## src/udp_rx_defines.svh

```systemverilog
// udp receiver constants
// board addresses, Ethernet/IPv4/UDP protocol codes and fixed header sizes
// shared by the sequencer and the header match

`ifndef UDP_RX_DEFINES_SVH
`define UDP_RX_DEFINES_SVH

`define UDP_BOARD_MAC       48'h00_11_22_33_44_55
`define UDP_BOARD_IP        32'hC0_A8_1F_17 // 192.168.31.23

`define ETH_PREAMBLE_BYTE   8'h55
`define ETH_SFD_BYTE        8'hD5
`define ETH_PREAMBLE_MIN    6               // preamble bytes before the delimiter
`define ETH_HDR_BYTES       14              // dest MAC, src MAC, ethertype

`define ETH_TYPE_IPV4       16'h0800
`define IP_VERSION_4        4'd4
`define IP_PROTO_UDP        8'd17

`define UDP_HDR_BYTES       8               // ports, length, checksum

`endif

```

## src/udp_rx_pkg.sv

```systemverilog
// udp receiver types
// field widths of the Ethernet, IPv4 and UDP headers and the frame section
// enum that the sequencer hands to the side blocks

package udp_rx_pkg;

	typedef logic [7:0]  byte_t;        // one gmii byte
	typedef logic [47:0] mac_addr_t;
	typedef logic [31:0] ip_addr_t;
	typedef logic [15:0] udp_port_t;
	typedef logic [15:0] len_t;         // length or byte index

	// position inside a section, wide enough for a 60 byte ip header
	typedef logic [5:0]  sect_cnt_t;

	typedef enum logic [2:0] {
		SECT_IDLE,                      // waiting for preamble
		SECT_SFD,                       // preamble seen, waiting for delimiter
		SECT_ETH,                       // ethernet header
		SECT_IP,                        // ip header including options
		SECT_UDP,                       // udp header
		SECT_PAYLOAD,
		SECT_DRAIN                      // padding and fcs
	} frame_sect_t;

endpackage

```

## src/eth_rx_sequencer.sv

```systemverilog
// Ethernet receive sequencer
// finds preamble and delimiter on the gmii stream, then tags every frame
// byte with its section and its position in that section. The section
// lengths come from the ip header length and the udp length fields.

`include "udp_rx_defines.svh"

module eth_rx_sequencer (
	input  logic                    sys_clk,
	input  logic                    sys_rst_n,
	input  logic                    gmii_rxdv,
	input  udp_rx_pkg::byte_t       gmii_rxdata,
	output udp_rx_pkg::frame_sect_t sect,
	output udp_rx_pkg::sect_cnt_t   sect_cnt,
	output udp_rx_pkg::byte_t       rx_byte,
	output logic                    rx_valid,
	output udp_rx_pkg::len_t        payload_len
);

	udp_rx_pkg::frame_sect_t state;     // section of the incoming byte
	udp_rx_pkg::sect_cnt_t   cnt;       // wraps in payload and drain
	udp_rx_pkg::sect_cnt_t   ip_last;   // position of the last ip header byte
	udp_rx_pkg::len_t        udp_len;
	udp_rx_pkg::len_t        pay_left;  // payload bytes after the current one

	always_ff @(posedge sys_clk or negedge sys_rst_n) begin
		if (!sys_rst_n) begin
			state <= udp_rx_pkg::SECT_IDLE;
			cnt <= '0;
		end else if (!gmii_rxdv) begin
			state <= udp_rx_pkg::SECT_IDLE; // frame ends on any gap
			cnt <= '0;
		end else begin
			case (state)
				udp_rx_pkg::SECT_IDLE: begin
					if (gmii_rxdata != `ETH_PREAMBLE_BYTE) begin
						cnt <= '0;
					end else if (cnt == udp_rx_pkg::sect_cnt_t'(`ETH_PREAMBLE_MIN - 1)) begin
						state <= udp_rx_pkg::SECT_SFD;
						cnt <= '0;
					end else begin
						cnt <= cnt + 1'b1;
					end
				end
				udp_rx_pkg::SECT_SFD: begin
					if (gmii_rxdata == `ETH_SFD_BYTE) begin
						state <= udp_rx_pkg::SECT_ETH;
					end else if (gmii_rxdata != `ETH_PREAMBLE_BYTE) begin
						state <= udp_rx_pkg::SECT_IDLE;
					end
				end
				udp_rx_pkg::SECT_ETH: begin
					if (cnt == udp_rx_pkg::sect_cnt_t'(`ETH_HDR_BYTES - 1)) begin
						state <= udp_rx_pkg::SECT_IP;
						cnt <= '0;
					end else begin
						cnt <= cnt + 1'b1;
					end
				end
				udp_rx_pkg::SECT_IP: begin
					// ip_last is only valid once the first byte is in
					if (cnt != '0 && cnt == ip_last) begin
						state <= udp_rx_pkg::SECT_UDP;
						cnt <= '0;
					end else begin
						cnt <= cnt + 1'b1;
					end
				end
				udp_rx_pkg::SECT_UDP: begin
					if (cnt == udp_rx_pkg::sect_cnt_t'(`UDP_HDR_BYTES - 1)) begin
						cnt <= '0;
						if (udp_len > udp_rx_pkg::len_t'(`UDP_HDR_BYTES)) begin
							state <= udp_rx_pkg::SECT_PAYLOAD;
						end else begin
							state <= udp_rx_pkg::SECT_DRAIN; // empty datagram
						end
					end else begin
						cnt <= cnt + 1'b1;
					end
				end
				udp_rx_pkg::SECT_PAYLOAD: begin
					cnt <= cnt + 1'b1;
					if (pay_left == '0) begin
						state <= udp_rx_pkg::SECT_DRAIN;
						cnt <= '0;
					end
				end
				udp_rx_pkg::SECT_DRAIN: begin
					cnt <= cnt + 1'b1;
				end
				default: begin
					state <= udp_rx_pkg::SECT_IDLE;
					cnt <= '0;
				end
			endcase
		end
	end

	always_ff @(posedge sys_clk or negedge sys_rst_n) begin
		if (!sys_rst_n) begin
			ip_last <= '0;
			udp_len <= '0;
			payload_len <= '0;
			pay_left <= '0;
		end else if (gmii_rxdv) begin
			if (state == udp_rx_pkg::SECT_IP && cnt == '0) begin
				ip_last <= {gmii_rxdata[3:0], 2'b00} - 6'd1; // ihl in 32-bit words
			end
			if (state == udp_rx_pkg::SECT_UDP && cnt == 6'd4) begin
				udp_len[15:8] <= gmii_rxdata;
			end
			if (state == udp_rx_pkg::SECT_UDP && cnt == 6'd5) begin
				udp_len[7:0] <= gmii_rxdata;
			end
			if (state == udp_rx_pkg::SECT_UDP && cnt == 6'd7) begin
				payload_len <= udp_len - udp_rx_pkg::len_t'(`UDP_HDR_BYTES);
				pay_left <= udp_len - udp_rx_pkg::len_t'(`UDP_HDR_BYTES + 1);
			end
			if (state == udp_rx_pkg::SECT_PAYLOAD) begin
				pay_left <= pay_left - 16'd1;
			end
		end
	end

	// byte stage seen by the side blocks, one cycle behind gmii
	always_ff @(posedge sys_clk or negedge sys_rst_n) begin
		if (!sys_rst_n) begin
			rx_valid <= 1'b0;
			sect <= udp_rx_pkg::SECT_IDLE;
			sect_cnt <= '0;
		end else begin
			rx_valid <= gmii_rxdv && state != udp_rx_pkg::SECT_IDLE &&
				state != udp_rx_pkg::SECT_SFD;
			sect <= gmii_rxdv ? state : udp_rx_pkg::SECT_IDLE;
			sect_cnt <= cnt;
		end
	end

	always_ff @(posedge sys_clk) begin
		if (gmii_rxdv) begin
			rx_byte <= gmii_rxdata;
		end
	end

endmodule

```

## src/udp_header_match.sv

```systemverilog
// UDP header match
// checks destination MAC, ethertype, ip version and header length,
// protocol and destination ip against the board values as the bytes pass.
// hdr_ok rises when the udp header starts and holds until the next frame.

`include "udp_rx_defines.svh"

module udp_header_match (
	input  logic                    sys_clk,
	input  logic                    sys_rst_n,
	input  udp_rx_pkg::frame_sect_t sect,
	input  udp_rx_pkg::sect_cnt_t   sect_cnt,
	input  udp_rx_pkg::byte_t       rx_byte,
	input  logic                    rx_valid,
	output logic                    hdr_ok
);

	localparam udp_rx_pkg::mac_addr_t BOARD_MAC = `UDP_BOARD_MAC;
	localparam udp_rx_pkg::ip_addr_t  BOARD_IP  = `UDP_BOARD_IP;
	localparam logic [15:0]           ETH_TYPE  = `ETH_TYPE_IPV4;

	logic match;                        // all checks so far passed
	logic hit;                          // current byte passes its check

	always_comb begin
		hit = 1'b1;
		case (sect)
			udp_rx_pkg::SECT_ETH: begin
				if (sect_cnt < 6'd6) begin
					hit = rx_byte == BOARD_MAC[(5 - sect_cnt) * 8 +: 8];
				end else if (sect_cnt >= 6'd12) begin
					hit = rx_byte == ETH_TYPE[(13 - sect_cnt) * 8 +: 8];
				end
			end
			udp_rx_pkg::SECT_IP: begin
				if (sect_cnt == 6'd0) begin
					// short headers would hide the fields below
					hit = rx_byte[7:4] == `IP_VERSION_4 && rx_byte[3:0] >= 4'd5;
				end else if (sect_cnt == 6'd9) begin
					hit = rx_byte == `IP_PROTO_UDP;
				end else if (sect_cnt >= 6'd16 && sect_cnt <= 6'd19) begin
					hit = rx_byte == BOARD_IP[(19 - sect_cnt) * 8 +: 8];
				end
			end
			default: begin
				hit = 1'b1;
			end
		endcase
	end

	always_ff @(posedge sys_clk or negedge sys_rst_n) begin
		if (!sys_rst_n) begin
			match <= 1'b0;
			hdr_ok <= 1'b0;
		end else if (rx_valid) begin
			if (sect == udp_rx_pkg::SECT_ETH && sect_cnt == '0) begin
				match <= hit;           // new frame
				hdr_ok <= 1'b0;
			end else if (sect == udp_rx_pkg::SECT_UDP && sect_cnt == '0) begin
				hdr_ok <= match;        // ip header complete
			end else begin
				match <= match & hit;
			end
		end
	end

endmodule

```

## src/udp_peer_capture.sv

```systemverilog
// UDP peer capture
// shifts source MAC, source ip and both udp ports into holding registers
// by section position for every frame; acceptance is decided elsewhere

module udp_peer_capture (
	input  logic                    sys_clk,
	input  logic                    sys_rst_n,
	input  udp_rx_pkg::frame_sect_t sect,
	input  udp_rx_pkg::sect_cnt_t   sect_cnt,
	input  udp_rx_pkg::byte_t       rx_byte,
	input  logic                    rx_valid,
	output udp_rx_pkg::mac_addr_t   cap_mac,
	output udp_rx_pkg::ip_addr_t    cap_ip,
	output udp_rx_pkg::udp_port_t   cap_src_port,
	output udp_rx_pkg::udp_port_t   cap_dst_port
);

	logic in_src_mac;
	logic in_src_ip;
	logic in_src_port;
	logic in_dst_port;

	// byte positions, network order, msb first
	assign in_src_mac  = sect == udp_rx_pkg::SECT_ETH && sect_cnt >= 6'd6 &&
		sect_cnt <= 6'd11;
	assign in_src_ip   = sect == udp_rx_pkg::SECT_IP && sect_cnt >= 6'd12 &&
		sect_cnt <= 6'd15;
	assign in_src_port = sect == udp_rx_pkg::SECT_UDP && sect_cnt <= 6'd1;
	assign in_dst_port = sect == udp_rx_pkg::SECT_UDP &&
		(sect_cnt == 6'd2 || sect_cnt == 6'd3);

	always_ff @(posedge sys_clk or negedge sys_rst_n) begin
		if (!sys_rst_n) begin
			cap_mac <= '0;
			cap_ip <= '0;
			cap_src_port <= '0;
			cap_dst_port <= '0;
		end else if (rx_valid) begin
			if (in_src_mac) begin
				cap_mac <= {cap_mac[39:0], rx_byte};
			end
			if (in_src_ip) begin
				cap_ip <= {cap_ip[23:0], rx_byte};
			end
			if (in_src_port) begin
				cap_src_port <= {cap_src_port[7:0], rx_byte};
			end
			if (in_dst_port) begin
				cap_dst_port <= {cap_dst_port[7:0], rx_byte};
			end
		end
	end

endmodule

```

## src/udp_payload_emit.sv

```systemverilog
// UDP payload output
// passes payload bytes of accepted frames with start and end pulses and a
// 1-based index. The amount and the peer fields are latched on the first
// accepted byte, so a rejected frame leaves every output unchanged.

module udp_payload_emit (
	input  logic                    sys_clk,
	input  logic                    sys_rst_n,
	input  udp_rx_pkg::frame_sect_t sect,
	input  udp_rx_pkg::byte_t       rx_byte,
	input  logic                    rx_valid,
	input  udp_rx_pkg::len_t        payload_len,
	input  logic                    hdr_ok,
	input  udp_rx_pkg::mac_addr_t   cap_mac,
	input  udp_rx_pkg::ip_addr_t    cap_ip,
	input  udp_rx_pkg::udp_port_t   cap_src_port,
	input  udp_rx_pkg::udp_port_t   cap_dst_port,
	output logic                    udp_rxstart,
	output logic                    udp_rxend,
	output logic                    udp_rxdv,
	output udp_rx_pkg::byte_t       udp_rxdata,
	output udp_rx_pkg::len_t        udp_rxamount,
	output udp_rx_pkg::len_t        udp_rxnum,
	output udp_rx_pkg::mac_addr_t   pc_mac_addr,
	output udp_rx_pkg::ip_addr_t    pc_ip_addr,
	output udp_rx_pkg::udp_port_t   pc_port,
	output udp_rx_pkg::udp_port_t   board_port
);

	udp_rx_pkg::len_t pay_idx;          // payload bytes passed in this frame
	logic             take;
	logic             first_byte;
	logic             last_byte;

	assign take       = rx_valid && hdr_ok && sect == udp_rx_pkg::SECT_PAYLOAD;
	assign first_byte = pay_idx == '0;
	assign last_byte  = pay_idx == payload_len - 16'd1;

	always_ff @(posedge sys_clk or negedge sys_rst_n) begin
		if (!sys_rst_n) begin
			pay_idx <= '0;
		end else if (sect != udp_rx_pkg::SECT_PAYLOAD) begin
			pay_idx <= '0;              // also clears after a cut frame
		end else if (take) begin
			pay_idx <= pay_idx + 16'd1;
		end
	end

	always_ff @(posedge sys_clk or negedge sys_rst_n) begin
		if (!sys_rst_n) begin
			udp_rxdv <= 1'b0;
			udp_rxstart <= 1'b0;
			udp_rxend <= 1'b0;
			udp_rxdata <= '0;
			udp_rxnum <= '0;
		end else begin
			udp_rxdv <= take;
			udp_rxstart <= take && first_byte;
			udp_rxend <= take && last_byte;
			if (take) begin
				udp_rxdata <= rx_byte;
				udp_rxnum <= pay_idx + 16'd1;
			end
		end
	end

	always_ff @(posedge sys_clk or negedge sys_rst_n) begin
		if (!sys_rst_n) begin
			udp_rxamount <= '0;
			pc_mac_addr <= '0;
			pc_ip_addr <= '0;
			pc_port <= '0;
			board_port <= '0;
		end else if (take && first_byte) begin
			udp_rxamount <= payload_len;
			pc_mac_addr <= cap_mac;
			pc_ip_addr <= cap_ip;
			pc_port <= cap_src_port;
			board_port <= cap_dst_port;
		end
	end

endmodule

```

## src/udp_gmii_rx.sv

```systemverilog
// UDP over IPv4 receiver, GMII side
// the sequencer tags the byte stream, header match and peer capture work
// on it side by side, and the payload block merges their results

module udp_gmii_rx (
	input  logic                  sys_clk,
	input  logic                  sys_rst_n,
	input  logic                  gmii_rxdv,
	input  udp_rx_pkg::byte_t     gmii_rxdata,
	output logic                  udp_rxstart,
	output logic                  udp_rxend,
	output logic                  udp_rxdv,
	output udp_rx_pkg::byte_t     udp_rxdata,
	output udp_rx_pkg::len_t      udp_rxamount,
	output udp_rx_pkg::len_t      udp_rxnum,
	output udp_rx_pkg::mac_addr_t pc_mac_addr,
	output udp_rx_pkg::ip_addr_t  pc_ip_addr,
	output udp_rx_pkg::udp_port_t pc_port,
	output udp_rx_pkg::udp_port_t board_port
);

	udp_rx_pkg::frame_sect_t sect;
	udp_rx_pkg::sect_cnt_t   sect_cnt;
	udp_rx_pkg::byte_t       rx_byte;
	logic                    rx_valid;
	udp_rx_pkg::len_t        payload_len;
	logic                    hdr_ok;
	udp_rx_pkg::mac_addr_t   cap_mac;
	udp_rx_pkg::ip_addr_t    cap_ip;
	udp_rx_pkg::udp_port_t   cap_src_port;
	udp_rx_pkg::udp_port_t   cap_dst_port;

	eth_rx_sequencer u_sequencer (
		.sys_clk     (sys_clk),
		.sys_rst_n   (sys_rst_n),
		.gmii_rxdv   (gmii_rxdv),
		.gmii_rxdata (gmii_rxdata),
		.sect        (sect),
		.sect_cnt    (sect_cnt),
		.rx_byte     (rx_byte),
		.rx_valid    (rx_valid),
		.payload_len (payload_len)
	);

	udp_header_match u_header_match (
		.sys_clk   (sys_clk),
		.sys_rst_n (sys_rst_n),
		.sect      (sect),
		.sect_cnt  (sect_cnt),
		.rx_byte   (rx_byte),
		.rx_valid  (rx_valid),
		.hdr_ok    (hdr_ok)
	);

	udp_peer_capture u_peer_capture (
		.sys_clk      (sys_clk),
		.sys_rst_n    (sys_rst_n),
		.sect         (sect),
		.sect_cnt     (sect_cnt),
		.rx_byte      (rx_byte),
		.rx_valid     (rx_valid),
		.cap_mac      (cap_mac),
		.cap_ip       (cap_ip),
		.cap_src_port (cap_src_port),
		.cap_dst_port (cap_dst_port)
	);

	udp_payload_emit u_payload_emit (
		.sys_clk      (sys_clk),
		.sys_rst_n    (sys_rst_n),
		.sect         (sect),
		.rx_byte      (rx_byte),
		.rx_valid     (rx_valid),
		.payload_len  (payload_len),
		.hdr_ok       (hdr_ok),
		.cap_mac      (cap_mac),
		.cap_ip       (cap_ip),
		.cap_src_port (cap_src_port),
		.cap_dst_port (cap_dst_port),
		.udp_rxstart  (udp_rxstart),
		.udp_rxend    (udp_rxend),
		.udp_rxdv     (udp_rxdv),
		.udp_rxdata   (udp_rxdata),
		.udp_rxamount (udp_rxamount),
		.udp_rxnum    (udp_rxnum),
		.pc_mac_addr  (pc_mac_addr),
		.pc_ip_addr   (pc_ip_addr),
		.pc_port      (pc_port),
		.board_port   (board_port)
	);

endmodule

```

## config.mk

```make
export PLATFORM = sky130hd
export DESIGN_NAME = udp_gmii_rx
export DESIGN_NICKNAME = d
export VERILOG_FILES = /design/src/udp_rx_pkg.sv /design/src/eth_rx_sequencer.sv /design/src/udp_header_match.sv /design/src/udp_peer_capture.sv /design/src/udp_payload_emit.sv /design/src/udp_gmii_rx.sv
export VERILOG_INCLUDE_DIRS = /design/src /design/src/src
export SDC_FILE = /design/constraint.sdc
export NUM_CORES = 1
export LEC_CHECK = 0
export ABC_CLOCK_PERIOD_IN_PS = 2500
export CORE_ASPECT_RATIO = 1.25
export CORE_MARGIN = 3
export CORE_UTILIZATION = 60
export DETAILED_ROUTE_END_ITERATION = 6
export DONT_BUFFER_PORTS = 1
export GPL_TIMING_DRIVEN = 0
export PLACE_DENSITY_LB_ADDON = 0.05
export REMOVE_ABC_BUFFERS = 1
export SYNTH_ARGS = -nofsm -noshare
export SYNTH_HDL_FRONTEND = slang
export SYNTH_SLANG_ARGS = --single-unit
```

## constraint.sdc

```tcl
create_clock -name sys_clk -period 2.5 [get_ports sys_clk]
set_input_delay 0.5 -clock sys_clk [delete_from_list [all_inputs] [get_ports sys_clk]]
set_output_delay 0.5 -clock sys_clk [all_outputs]
set_load 0.02 [all_outputs]
```

==> results of run 1 <==
## registers in the layout, indices dropped and copies added, names as in the netlist, 3 cells and up
| signal | count |
|---|---|
| u_peer_capture.cap_dst_port | 16 |
| u_sequencer.pay_left | 16 |
| u_sequencer.state | 3 |
| u_payload_emit.udp_rxdata | 8 |
| u_payload_emit.board_port | 16 |
| u_peer_capture.cap_ip | 32 |
| u_sequencer.udp_len | 16 |
| u_sequencer.ip_last | 5 |
| u_payload_emit.pc_ip_addr | 32 |
| u_peer_capture.cap_mac | 48 |
| u_sequencer.sect | 3 |
| u_payload_emit.pc_port | 16 |
| u_sequencer.sect_cnt | 6 |
| u_payload_emit.pc_mac_addr | 48 |
| u_payload_emit.udp_rxnum | 16 |
| u_payload_emit.udp_rxamount | 16 |
| u_peer_capture.cap_src_port | 16 |
| u_sequencer.cnt | 6 |
| u_payload_emit.pay_idx | 16 |
| u_sequencer.rx_byte | 8 |
| u_sequencer.payload_len | 16 |
## placed cells by master (no fill, tap or decap), types with 8 or more instances in the layout
| cell type | instances |
|---|---|
| mux2_2 | 255 |
| clkbuf_16 | 36 |
| inv_1 | 27 |
| edfxtp_1 | 8 |
| xor2_1 | 37 |
| o21ai_0 | 74 |
| buf_4 | 18 |
| nor4_1 | 12 |
| ha_1 | 18 |
| xnor2_1 | 43 |
| nand2_1 | 135 |
| nor3_1 | 28 |
| nor2_1 | 62 |
| or3_1 | 10 |
| dfrtp_1 | 352 |
| clkbuf_8 | 10 |
| a21oi_1 | 34 |
| nand3_1 | 35 |
| and3_1 | 8 |
## synth_stat cells, drive strengths merged, types with 3 or more instances
cell type,instances
nor3,31
nor2,64
edfxtp,8
or4,5
or3,11
xor2,37
and3,8
o31ai,3
buf,29
xnor2,43
o21ai,77
o2111ai,3
o211ai,3
or4b,3
mux2i,4
inv,28
nand3,37
and2,5
nand3b,4
nand4,4
nand2b,4
nor3b,4
nor2b,9
mux2,255
nor4,18
a21oi,34
nand2,136
clkbuf,52
and4,3
dfrtp,357
nor4b,5
ha,19
a31oi,7
## through the flow
step,instances,util [%]
after global placement,1611,61.9
final,1705,68.6
after CTS,1696,68.0
after detailed placement,1629,62.6
after global routing,1705,68.6
after floorplan,1271,-
## worst register-to-register path: stages (launching register included)
cell	delay (ps)
dfrtp_2	470
inv_1	80
ha_1	140
nor4b_2	200
nand2_1	150
nor3_4	280
buf_4	150
buf_4	120
buf_4	180
buf_6	190
mux2_2	360
## what timing repair did
item | in CTS | in global routing
pin swaps | 4 | 7
setup buffers | 3 | 10
endpoints found under the setup margin | 216 | 67
gates cloned | 4 | 0
endpoints found under the hold margin | 357 | 357
gates resized for setup | 24 | 22
## worst paths after layout
kind                                           start                              to  slack (ps)  depth (start not counted)
min in group sys_clk                  gmii_rxdata[0]          u_sequencer.rx_byte[0]          80                          0
setup / recovery           u_payload_emit.pay_idx[0]      u_payload_emit.pc_port[11]          60                         10
setup reg to reg           u_payload_emit.pay_idx[0]      u_payload_emit.pc_port[11]          60                         10
hold / removal                             sys_rst_n  u_payload_emit.pc_mac_addr[22]        -320                          0
max in group asynchronous                  sys_rst_n         u_sequencer.sect_cnt[1]        2250                          0
hold reg to reg               u_sequencer.ip_last[1]          u_sequencer.ip_last[1]         490                          1
## power by group through the flow
stage	clock, mW	combinational [mW]	sequential (mW)
after global routing	5.94	0.0365	5.98
after global placement	0	0.0312	6.09
after detailed placement	0	0.0315	6.10
final	5.58	0.0322	5.99
after floorplan	0	0.0258	6.07
after CTS	5.69	0.0320	5.99
## area by class of cell
cell class	count	area (sq um)
Sequential cell	365	9180
Multi-Input combinational cell	878	6790
Fill cell	1920	8260
Tap cell	340	425
Clock buffer	52	1060
Clock inverter	10	168
Inverter	30	113
Timing Repair Buffer	30	348
## logic make-up after synthesis
group,synth area share [%]
flops,56.6
simple gates,10.9
mux,18.0
compound gates,5.96
buf+inv,2.82
xor+xnor,4.32
fa+ha+maj,1.47
## routing by layer
layer / part of all wire (%) / vias to the layer above / global-route usage, %
met5: 0 / - / 0
met3: 6.1 / 51 / 5.53
li1: - / 4706 / -
met4: 1.9 / 0 / 5.38
met1: 42 / 5000 / 31.1
met2: 50 / 241 / 39.6
==> run metrics, run 1 <==
run status finished, violations left; failing checks hold timing; sequential fraction of the synthesis area 56.6%; CP Launch Type flip-flop; Hold Crit Class in -> async; minimum clock period 2440 ps; maximum clock path buffer count 3; final hold violations 357; Switching Fraction 19.7%; 1st-pass router iterations 4; fraction of layout cells with a size suffix above 1 28.6%; P_sw 2.28 mW; CP max-delay cell dfrtp_2; Core ar. 26,300 sq um; Rel. slew slack 40.3%; Final Worst Setup Slack 62.0 ps; die footprint 29,000 sq um; Pint 9.32 mW; endpoints failing setup 0; Synth Warn # 0; worst hold-check slack -321 ps; area growth from synthesis to layout 11.5%; Buf+Inv Stages, Crit Path 5; initial antenna violation count 0; Num CTS Buffers 36; row cnt 66; DRC 0; overall power 11.6 mW; Yosys top cell area share 55.1%; Reg clk slew, reported paths 60 ps; Final Instance Area 18,100 sq um; leading area contributor after synthesis dfrtp_1; Most used DFF post-synth dfrtp_1; global-route wire length before repair 55.5 mm; antenna cells 0; average size of a mapped cell 12.0 sq um; post-route ant nets 0; gr ovfl total 0; CP peak stage delay 470 ps; crit-path most repeated cell buf_4; share of power burned in registers 51.6%; H-tree Lvls 2; Post-synth ARST share 97.8%; crit end category flip-flop; final worst-path cycle share 97.5%; final wirelength 34.1 mm; Slew Limit Fails 0; worst slack, placed -1680 ps; cell family with most CP delay buffers and inverters; Nets 1,371; Avg WL per Cell 20.0 um; Critical Path, Cell by Cell inv_1 > ha_1 > nor4b_2 > nand2_1 > nor3_4 > buf_4 > buf_4 > buf_4 > buf_6 > mux2_2; Crit Path Max Fanout 10; GPL Wtd Cong 0.866; setup TNS 0 ps; CP required 2890 ps; Max IR drop VDD 524 uV; EDFF count, synth 8; Crit Path Class reg -> reg; Die W 153 um; Root Buffer clkbuf_16; Die H 190 um; Final HPWL DP 22.0 mm; Synth area leaders dfrtp_1 55%, mux2_2 18%, nand2_1 3.1%, o21ai_0 2.4%, xnor2_1 2.3%; Comb pwr share 0.3%; flip-flop and latch count after synthesis 365; post-synthesis cell count 1,352; worst slew pin tran 889 ps; Pwr Density 641 nW/um^2; DP Area 16,500 sq um; max frequency 410 MHz; CTS tree yes; WP data arrival 2830 ps; worst skew pair latency 520 ps; Clock Sinks 365; Initial Util 61.6%; Ports 166; Clock power frac 48.1%; drt via density 5.86; PortBufs 0; Final Skew 19.6 ps; Total GRT Usage 23.4%; unique cell type count in the Yosys netlist 76; vias 9,998; Synth Cell Area 16,200 sq um; maxcap violations 0; largest net degree at the start of global routing 358; DR iter-0 viols 612; leakage 8.67 nW; vias in the first global route 10.1k
Note: power is estimated with default switching activity, not from simulation.
==> run 2, diff against run 1 <==
--- a/config.mk
+++ b/config.mk
@@ -6,6 +6,7 @@
 export SDC_FILE = /design/constraint.sdc
 export NUM_CORES = 1
 export LEC_CHECK = 0
+export ABC_AREA = 1
 export ABC_CLOCK_PERIOD_IN_PS = 2500
 export CORE_ASPECT_RATIO = 1.25
 export CORE_MARGIN = 3
==> run 2 against run 1 <==
Against the previous run: the run still ends with hold timing left; cell count is 30% higher; clock skew is 4.4 ps higher; fmax is 0.69% higher; count of clock-buffer cells in the layout is 1 lower; synthesized cell count is 38% higher; synthesized area is 0.93% lower; worst hold slack better by 1.1 ps; non-clock buffer count is 18 lower; total power is 12% higher; critical path depth stayed put; via count is 23% higher; critical path type unchanged; largest cell class unchanged; largest power group unchanged; highest routed layer unchanged.
==> run metrics, run 2 <==
run status finished, violations left; failing checks hold timing; GPL Wtd Cong 0.916; Final HPWL DP 23.8 mm; Final Skew 24.0 ps; Hold Crit Class in -> async; fraction of layout cells with a size suffix above 1 6.05%; worst skew pair latency 530 ps; area growth from synthesis to layout 10.7%; count leader, synth nand2_1; Total GRT Usage 25.9%; CP peak stage delay 390 ps; flip-flop and latch count after synthesis 365; Final Worst Setup Slack 78.7 ps; max frequency 413 MHz; vias 12.3k; sequential fraction of the synthesis area 57.1%; Avg WL per Cell 17.2 um; vias in the first global route 11.9k; overall power 12.9 mW; gr ovfl total 0; reg2reg path depth 10; cell family with most CP delay buffers and inverters; Top Registers u_payload_emit.pc_mac_addr (48), u_peer_capture.cap_mac (48); Synth area leaders dfrtp_1 56%, nand2_1 13%, o21ai_0 9.2%, inv_1 5.0%, nand3_1 2.4%; Clock Sinks 365; Rel. slew slack 36.2%; Core ar. 26,200 sq um; worst hold-check slack -320 ps; leakage 8.49 nW; Cell Count, Final, Fillers Out 2,225; worst slew pin tran 952 ps; Reg-to-Reg End u_payload_emit.udp_rxamount[15]; final worst-path cycle share 96.9%; commonest cells in the netlist 548 x nand2_1, 357 x dfrtp_1, 294 x o21ai_0; Root Buffer clkbuf_16; Synth Cell Area 16,100 sq um; Num CTS Buffers 35; most frequent cells in the layout 548 x nand2_1, 357 x dfrtp_1, 293 x o21ai_0; Most used DFF post-synth dfrtp_1; Post-synth ARST share 97.8%; CP max-delay cell dfrtp_1; average size of a mapped cell 8.59 sq um; crit-path most repeated cell nand2_1; Yosys top cell area share 55.6%; final wirelength 38.2 mm; commonest non-fill, non-tap cell in the layout nand2_1; largest net degree at the start of global routing 358; global-route wire length before repair 61.4 mm; Die W 152 um; leading area contributor after synthesis dfrtp_1; post-synthesis cell count 1,871; antenna cells 0; Initial Util 61.4%; EDFF count, synth 8; Pwr Density 728 nW/um^2; Slew Limit Fails 0; 1st-pass router iterations 5; Die H 189 um; row cnt 66; CTS tree yes; DP Area 16,300 sq um; Synth Warn # 0; unique cell type count in the Yosys netlist 40; Buf+Inv Stages, Crit Path 5; H-tree Lvls 2; DRC 0; Max IR drop VDD 629 uV; maxcap violations 0; initial antenna violation count 0; Critical Path, Cell by Cell nand2_1 > inv_1 > nand3_4 > clkinvlp_4 > nand3_4 > buf_16 > buf_16 > clkinv_8 > nand2_1 > nand2_1; post-route ant nets 0; Nets 1,889; maximum clock path buffer count 3; Crit Path Max Fanout 69; die footprint 28,800 sq um; worst slack, placed -2580 ps; reg2reg start u_sequencer.rx_valid; PortBufs 0; crit end category flip-flop; DR iter-0 viols 806; Crit Path Class reg -> reg; CP Launch Type flip-flop; CP required 2900 ps; WP data arrival 2820 ps; final hold violations 357; Ports 166; Final Instance Area 17,800 sq um; cell total after placement 2,148; drt via density 5.53; endpoints failing setup 0; Reg clk slew, reported paths 60 ps; R2R setup slack 80 ps; minimum clock period 2420 ps
[run 2: changes by cell type in the layout (fill, tap and decap cells not counted), sizes merged, moves of 39 or more]
cell   delta
inv     +189
nand3    +41
nor2     +39
o21ai   +250
nand2   +414
mux2    -255
[run 2: what timing repair did]
action	in CTS	in global routing
pin swaps	4	3
hold endpoints to repair	357	357
gates resized for setup	14	7
cloned	6	2
setup buffers	2	4
setup endpoints to repair	173	80
[run 2: worst max path at each step]
stage / startpoint / end / cells past startpoint
final: u_sequencer.rx_valid / u_payload_emit.udp_rxamount[15] / 10
after global routing: u_sequencer.sect_cnt[2] / u_peer_capture.cap_dst_port[12] / 7
after CTS: u_payload_emit.pay_idx[2] / u_payload_emit.pc_port[14] / 9
after detailed placement: u_sequencer.sect[1] / u_payload_emit.udp_rxamount[15] / 9
after global placement: u_sequencer.sect[1] / u_payload_emit.udp_rxamount[15] / 7
after floorplan: u_sequencer.sect[1] / u_payload_emit.pc_ip_addr[24] / 7
[run 2: stage by stage]
| step | hold WS [ps] | setup TNS, ps | utilization, % |
|---|---|---|---|
| detailed placement | 214 | -252070 | 62.4 |
| finish | -320 | 0 | 67.9 |
| global placement | 212 | -1092000 | 61.8 |
| floorplan | 204 | -537310 | - |
| CTS | -336 | 0 | 67.5 |
| global route | -343 | -2.33 | 67.9 |
[run 2: layout make-up]
type                            instances  area (sq um)
Clock buffer                           51          1080
Clock inverter                         12           138
Fill cell                            2152          8400
Inverter                              219           838
Multi-Input combinational cell       1226          5940
Sequential cell                       365          9170
Tap cell                              340           425
Timing Repair Buffer                   12           184
[run 2: kinds of logic after synthesis]
| logic type | Yosys count | synth area share (%) |
|---|---|---|
| buffers and inverters | 287 | 7.03 |
| XOR/XNOR | 38 | 2.07 |
| multiplexers | 1 | 0.0623 |
| flip-flops | 365 | 57.1 |
| AND/OR/NAND/NOR | 778 | 19.9 |
| adder cells (fa/ha/maj) | 19 | 1.48 |
| AO/OA/AOI/OAI | 383 | 12.3 |
[run 2: layer usage]
| layer | GRT usage (%) | vias to the layer above | routed length, um |
|---|---|---|---|
| li1 | - | 5986 | - |
| met1 | 33.6 | 5889 | 16000 |
| met2 | 43.5 | 336 | 18500 |
| met3 | 5.72 | 84 | 2420 |
| met4 | 9.20 | 0 | 1270 |
| met5 | 0 | - | 0 |
[run 2: power breakdown]
part           switching (mW)  internal, mW
clock network            2.25          3.23
registers               0.238          6.19
logic                   0.676         0.344
[run 2: worst reg2reg max path: stages, from the launching register on]
cell and delay (ps):
dfrtp_1 390, nand2_1 100, inv_1 130, nand3_4 200
clkinvlp_4 260, nand3_4 180, buf_16 270, buf_16 290
clkinv_8 240, nand2_1 170, nand2_1 60
==> run 3, diff against run 2 <==
--- a/config.mk
+++ b/config.mk
@@ -10,7 +10,7 @@
 export ABC_CLOCK_PERIOD_IN_PS = 2500
 export CORE_ASPECT_RATIO = 1.25
 export CORE_MARGIN = 3
-export CORE_UTILIZATION = 60
+export CORE_UTILIZATION = 45
 export DETAILED_ROUTE_END_ITERATION = 6
 export DONT_BUFFER_PORTS = 1
 export GPL_TIMING_DRIVEN = 0
==> constraint.sdc (replaced) <==
create_clock -name sys_clk -period 2.5 [get_ports sys_clk]
set_input_delay 0.25 -clock sys_clk [delete_from_list [all_inputs] [get_ports sys_clk]]
set_output_delay 0.25 -clock sys_clk [all_outputs]
set_load 0.02 [all_outputs]
==> run 3 against run 2 <==
Against the previous run: the run still ends with hold timing left; sequential power hardly changed; cell count is 6.2% higher; non-clock buffer count is 7 higher; wire length is 3.1% higher; total power is 1.4% higher; first-iteration DRC count is 3.3% lower; critical endpoint is now u_payload_emit.udp_rxamount[6]; largest power group unchanged.
==> run metrics, run 3 (same netlist as run 2, synthesis figures left out) <==
run status finished, violations left; failing checks hold timing; worst slew pin tran 920 ps; DP Area 16,500 sq um; PortBufs 0; GPL Wtd Cong 0.874; Crit Path Class reg -> reg; CP Launch Type flip-flop; antenna cells 0; RSZ-0062 raised after global routing no; setup TNS 0 ps; CTS tree yes; Final HPWL DP 25.4 mm; commonest non-fill, non-tap cell in the layout nand2_1; drt via density 5.07; final worst-path cycle share 93.2%; Post-CTS Hold Buffers 9; gr ovfl total 0; WP data arrival 2790 ps; H-tree Lvls 2; Final Worst Setup Slack 170 ps; final wirelength 39.4 mm; Reg clk slew, reported paths 60 ps; most frequent cells in the layout 548 x nand2_1, 357 x dfrtp_1, 294 x o21ai_0; maximum clock path buffer count 3; initial antenna violation count 0; max frequency 429 MHz; die footprint 38,000 sq um; overall power 13.1 mW; minimum clock period 2330 ps; largest net degree at the start of global routing 358; Slew Limit Fails 0; FILL cells 3,457; Die W 175 um; Clock power frac 43.1%; Root Buffer clkbuf_16; CP required 2960 ps; Core ar. 34,800 sq um; vias in the first global route 12.0k; Final Skew 17.9 ps; Pwr Density 728 nW/um^2; Top Registers u_payload_emit.pc_mac_addr (48), u_peer_capture.cap_mac (48); global-route wire length before repair 64.8 mm; R2R setup slack 170 ps; vias 12.0k; area growth from synthesis to layout 12.2%; share of power burned in registers 49.0%; worst hold-check slack -584 ps; Nets 1,899; leakage 8.51 nW; Clock Sinks 365; P_sw 3.23 mW; DR iter-0 viols 779; Pint 9.90 mW; Total GRT Usage 21.1%; Initial Util 46.2%; fraction of layout cells with a size suffix above 1 5.80%; 1st-pass router iterations 5; Num CTS Buffers 39; Switching Fraction 24.6%; Ports 166; worst skew pair latency 540 ps; Avg WL per Cell 16.7 um; crit end category flip-flop; reg2reg path depth 9; Hold Crit Class in -> async; DRC 0; Die H 217 um; row cnt 76; Comb pwr share 7.9%; maxcap violations 0; endpoints failing setup 0; final hold violations 357; Max IR drop VDD 618 uV; Crit Path Max Fanout 79; post-route ant nets 0; Rel. slew slack 38.3%; worst slack, placed -2000 ps; Final Instance Area 18,000 sq um
==> run 3: per-stage QoR <==
stage          cells  utilization [%]  hold slack (ps)
6_report        2363             51.8             -584
5_1_grt         2363             51.8             -616
4_1_cts         2363             51.8             -613
3_5_place_dp    2276             47.4            -37.7
3_3_place_gp    2271             47.0            -38.0
2_1_floorplan   1803                -            -45.6
==> run 3: layer usage <==
metal | GRT usage, % | up-vias | part of all wire (%)
li1 | - | 6017 | -
met5 | 0 | - | 0
met1 | 27.7 | 5654 | 44
met3 | 5.27 | 73 | 6.1
met4 | 7.82 | 0 | 3.4
met2 | 33.9 | 232 | 46
==> run 3: power by group through the flow <==
stage	logic (mW)	registers [mW]	clock network [mW]
after detailed placement	0.976	6.52	0
after CTS	1.03	6.43	5.86
after global placement	0.959	6.52	0
after global routing	1.20	6.47	6.11
final	1.03	6.43	5.66
after floorplan	0.768	6.47	0
==> run 3: layout make-up <==
cell class	count	area, sq um	share of cell area (%)
Multi-Input combinational cell	1225	5910	32.8
Clock buffer	57	1170	6.47
Tap cell	468	586	3.25
Inverter	219	833	4.62
Clock inverter	10	100	0.555
Sequential cell	365	9170	50.9
Timing Repair Buffer	19	258	1.43
==> run 3: what timing repair did <==
item | CTS | global route
gates resized for setup | 13 | 2
cloned | 6 | 0
pin swaps | 4 | 0
setup buffers | 5 | 0
hold endpoints to repair | 400 | 357
setup endpoints to repair | 147 | 35
==> run 3: worst max-delay path, stage by stage (launching register included) <==
cell and delay, ps:
dfrtp_1 410, inv_1 120, ha_1 230, nand4_1 130, nor2_2 350, nand3_4 160, buf_16 250, inv_8 280
nand2_1 170, nand2_1 80
==> run 3: worst paths after layout <==
path                                            from                        endpoint
min in group sys_clk                       gmii_rxdv          u_sequencer.ip_last[2]
max reg2reg                u_payload_emit.pay_idx[0]  u_payload_emit.udp_rxamount[6]
min                                        sys_rst_n      u_peer_capture.cap_mac[42]
min reg2reg                       u_sequencer.cnt[3]         u_sequencer.sect_cnt[3]
max in group asynchronous                  sys_rst_n         u_sequencer.pay_left[5]
max                        u_payload_emit.pay_idx[0]  u_payload_emit.udp_rxamount[6]
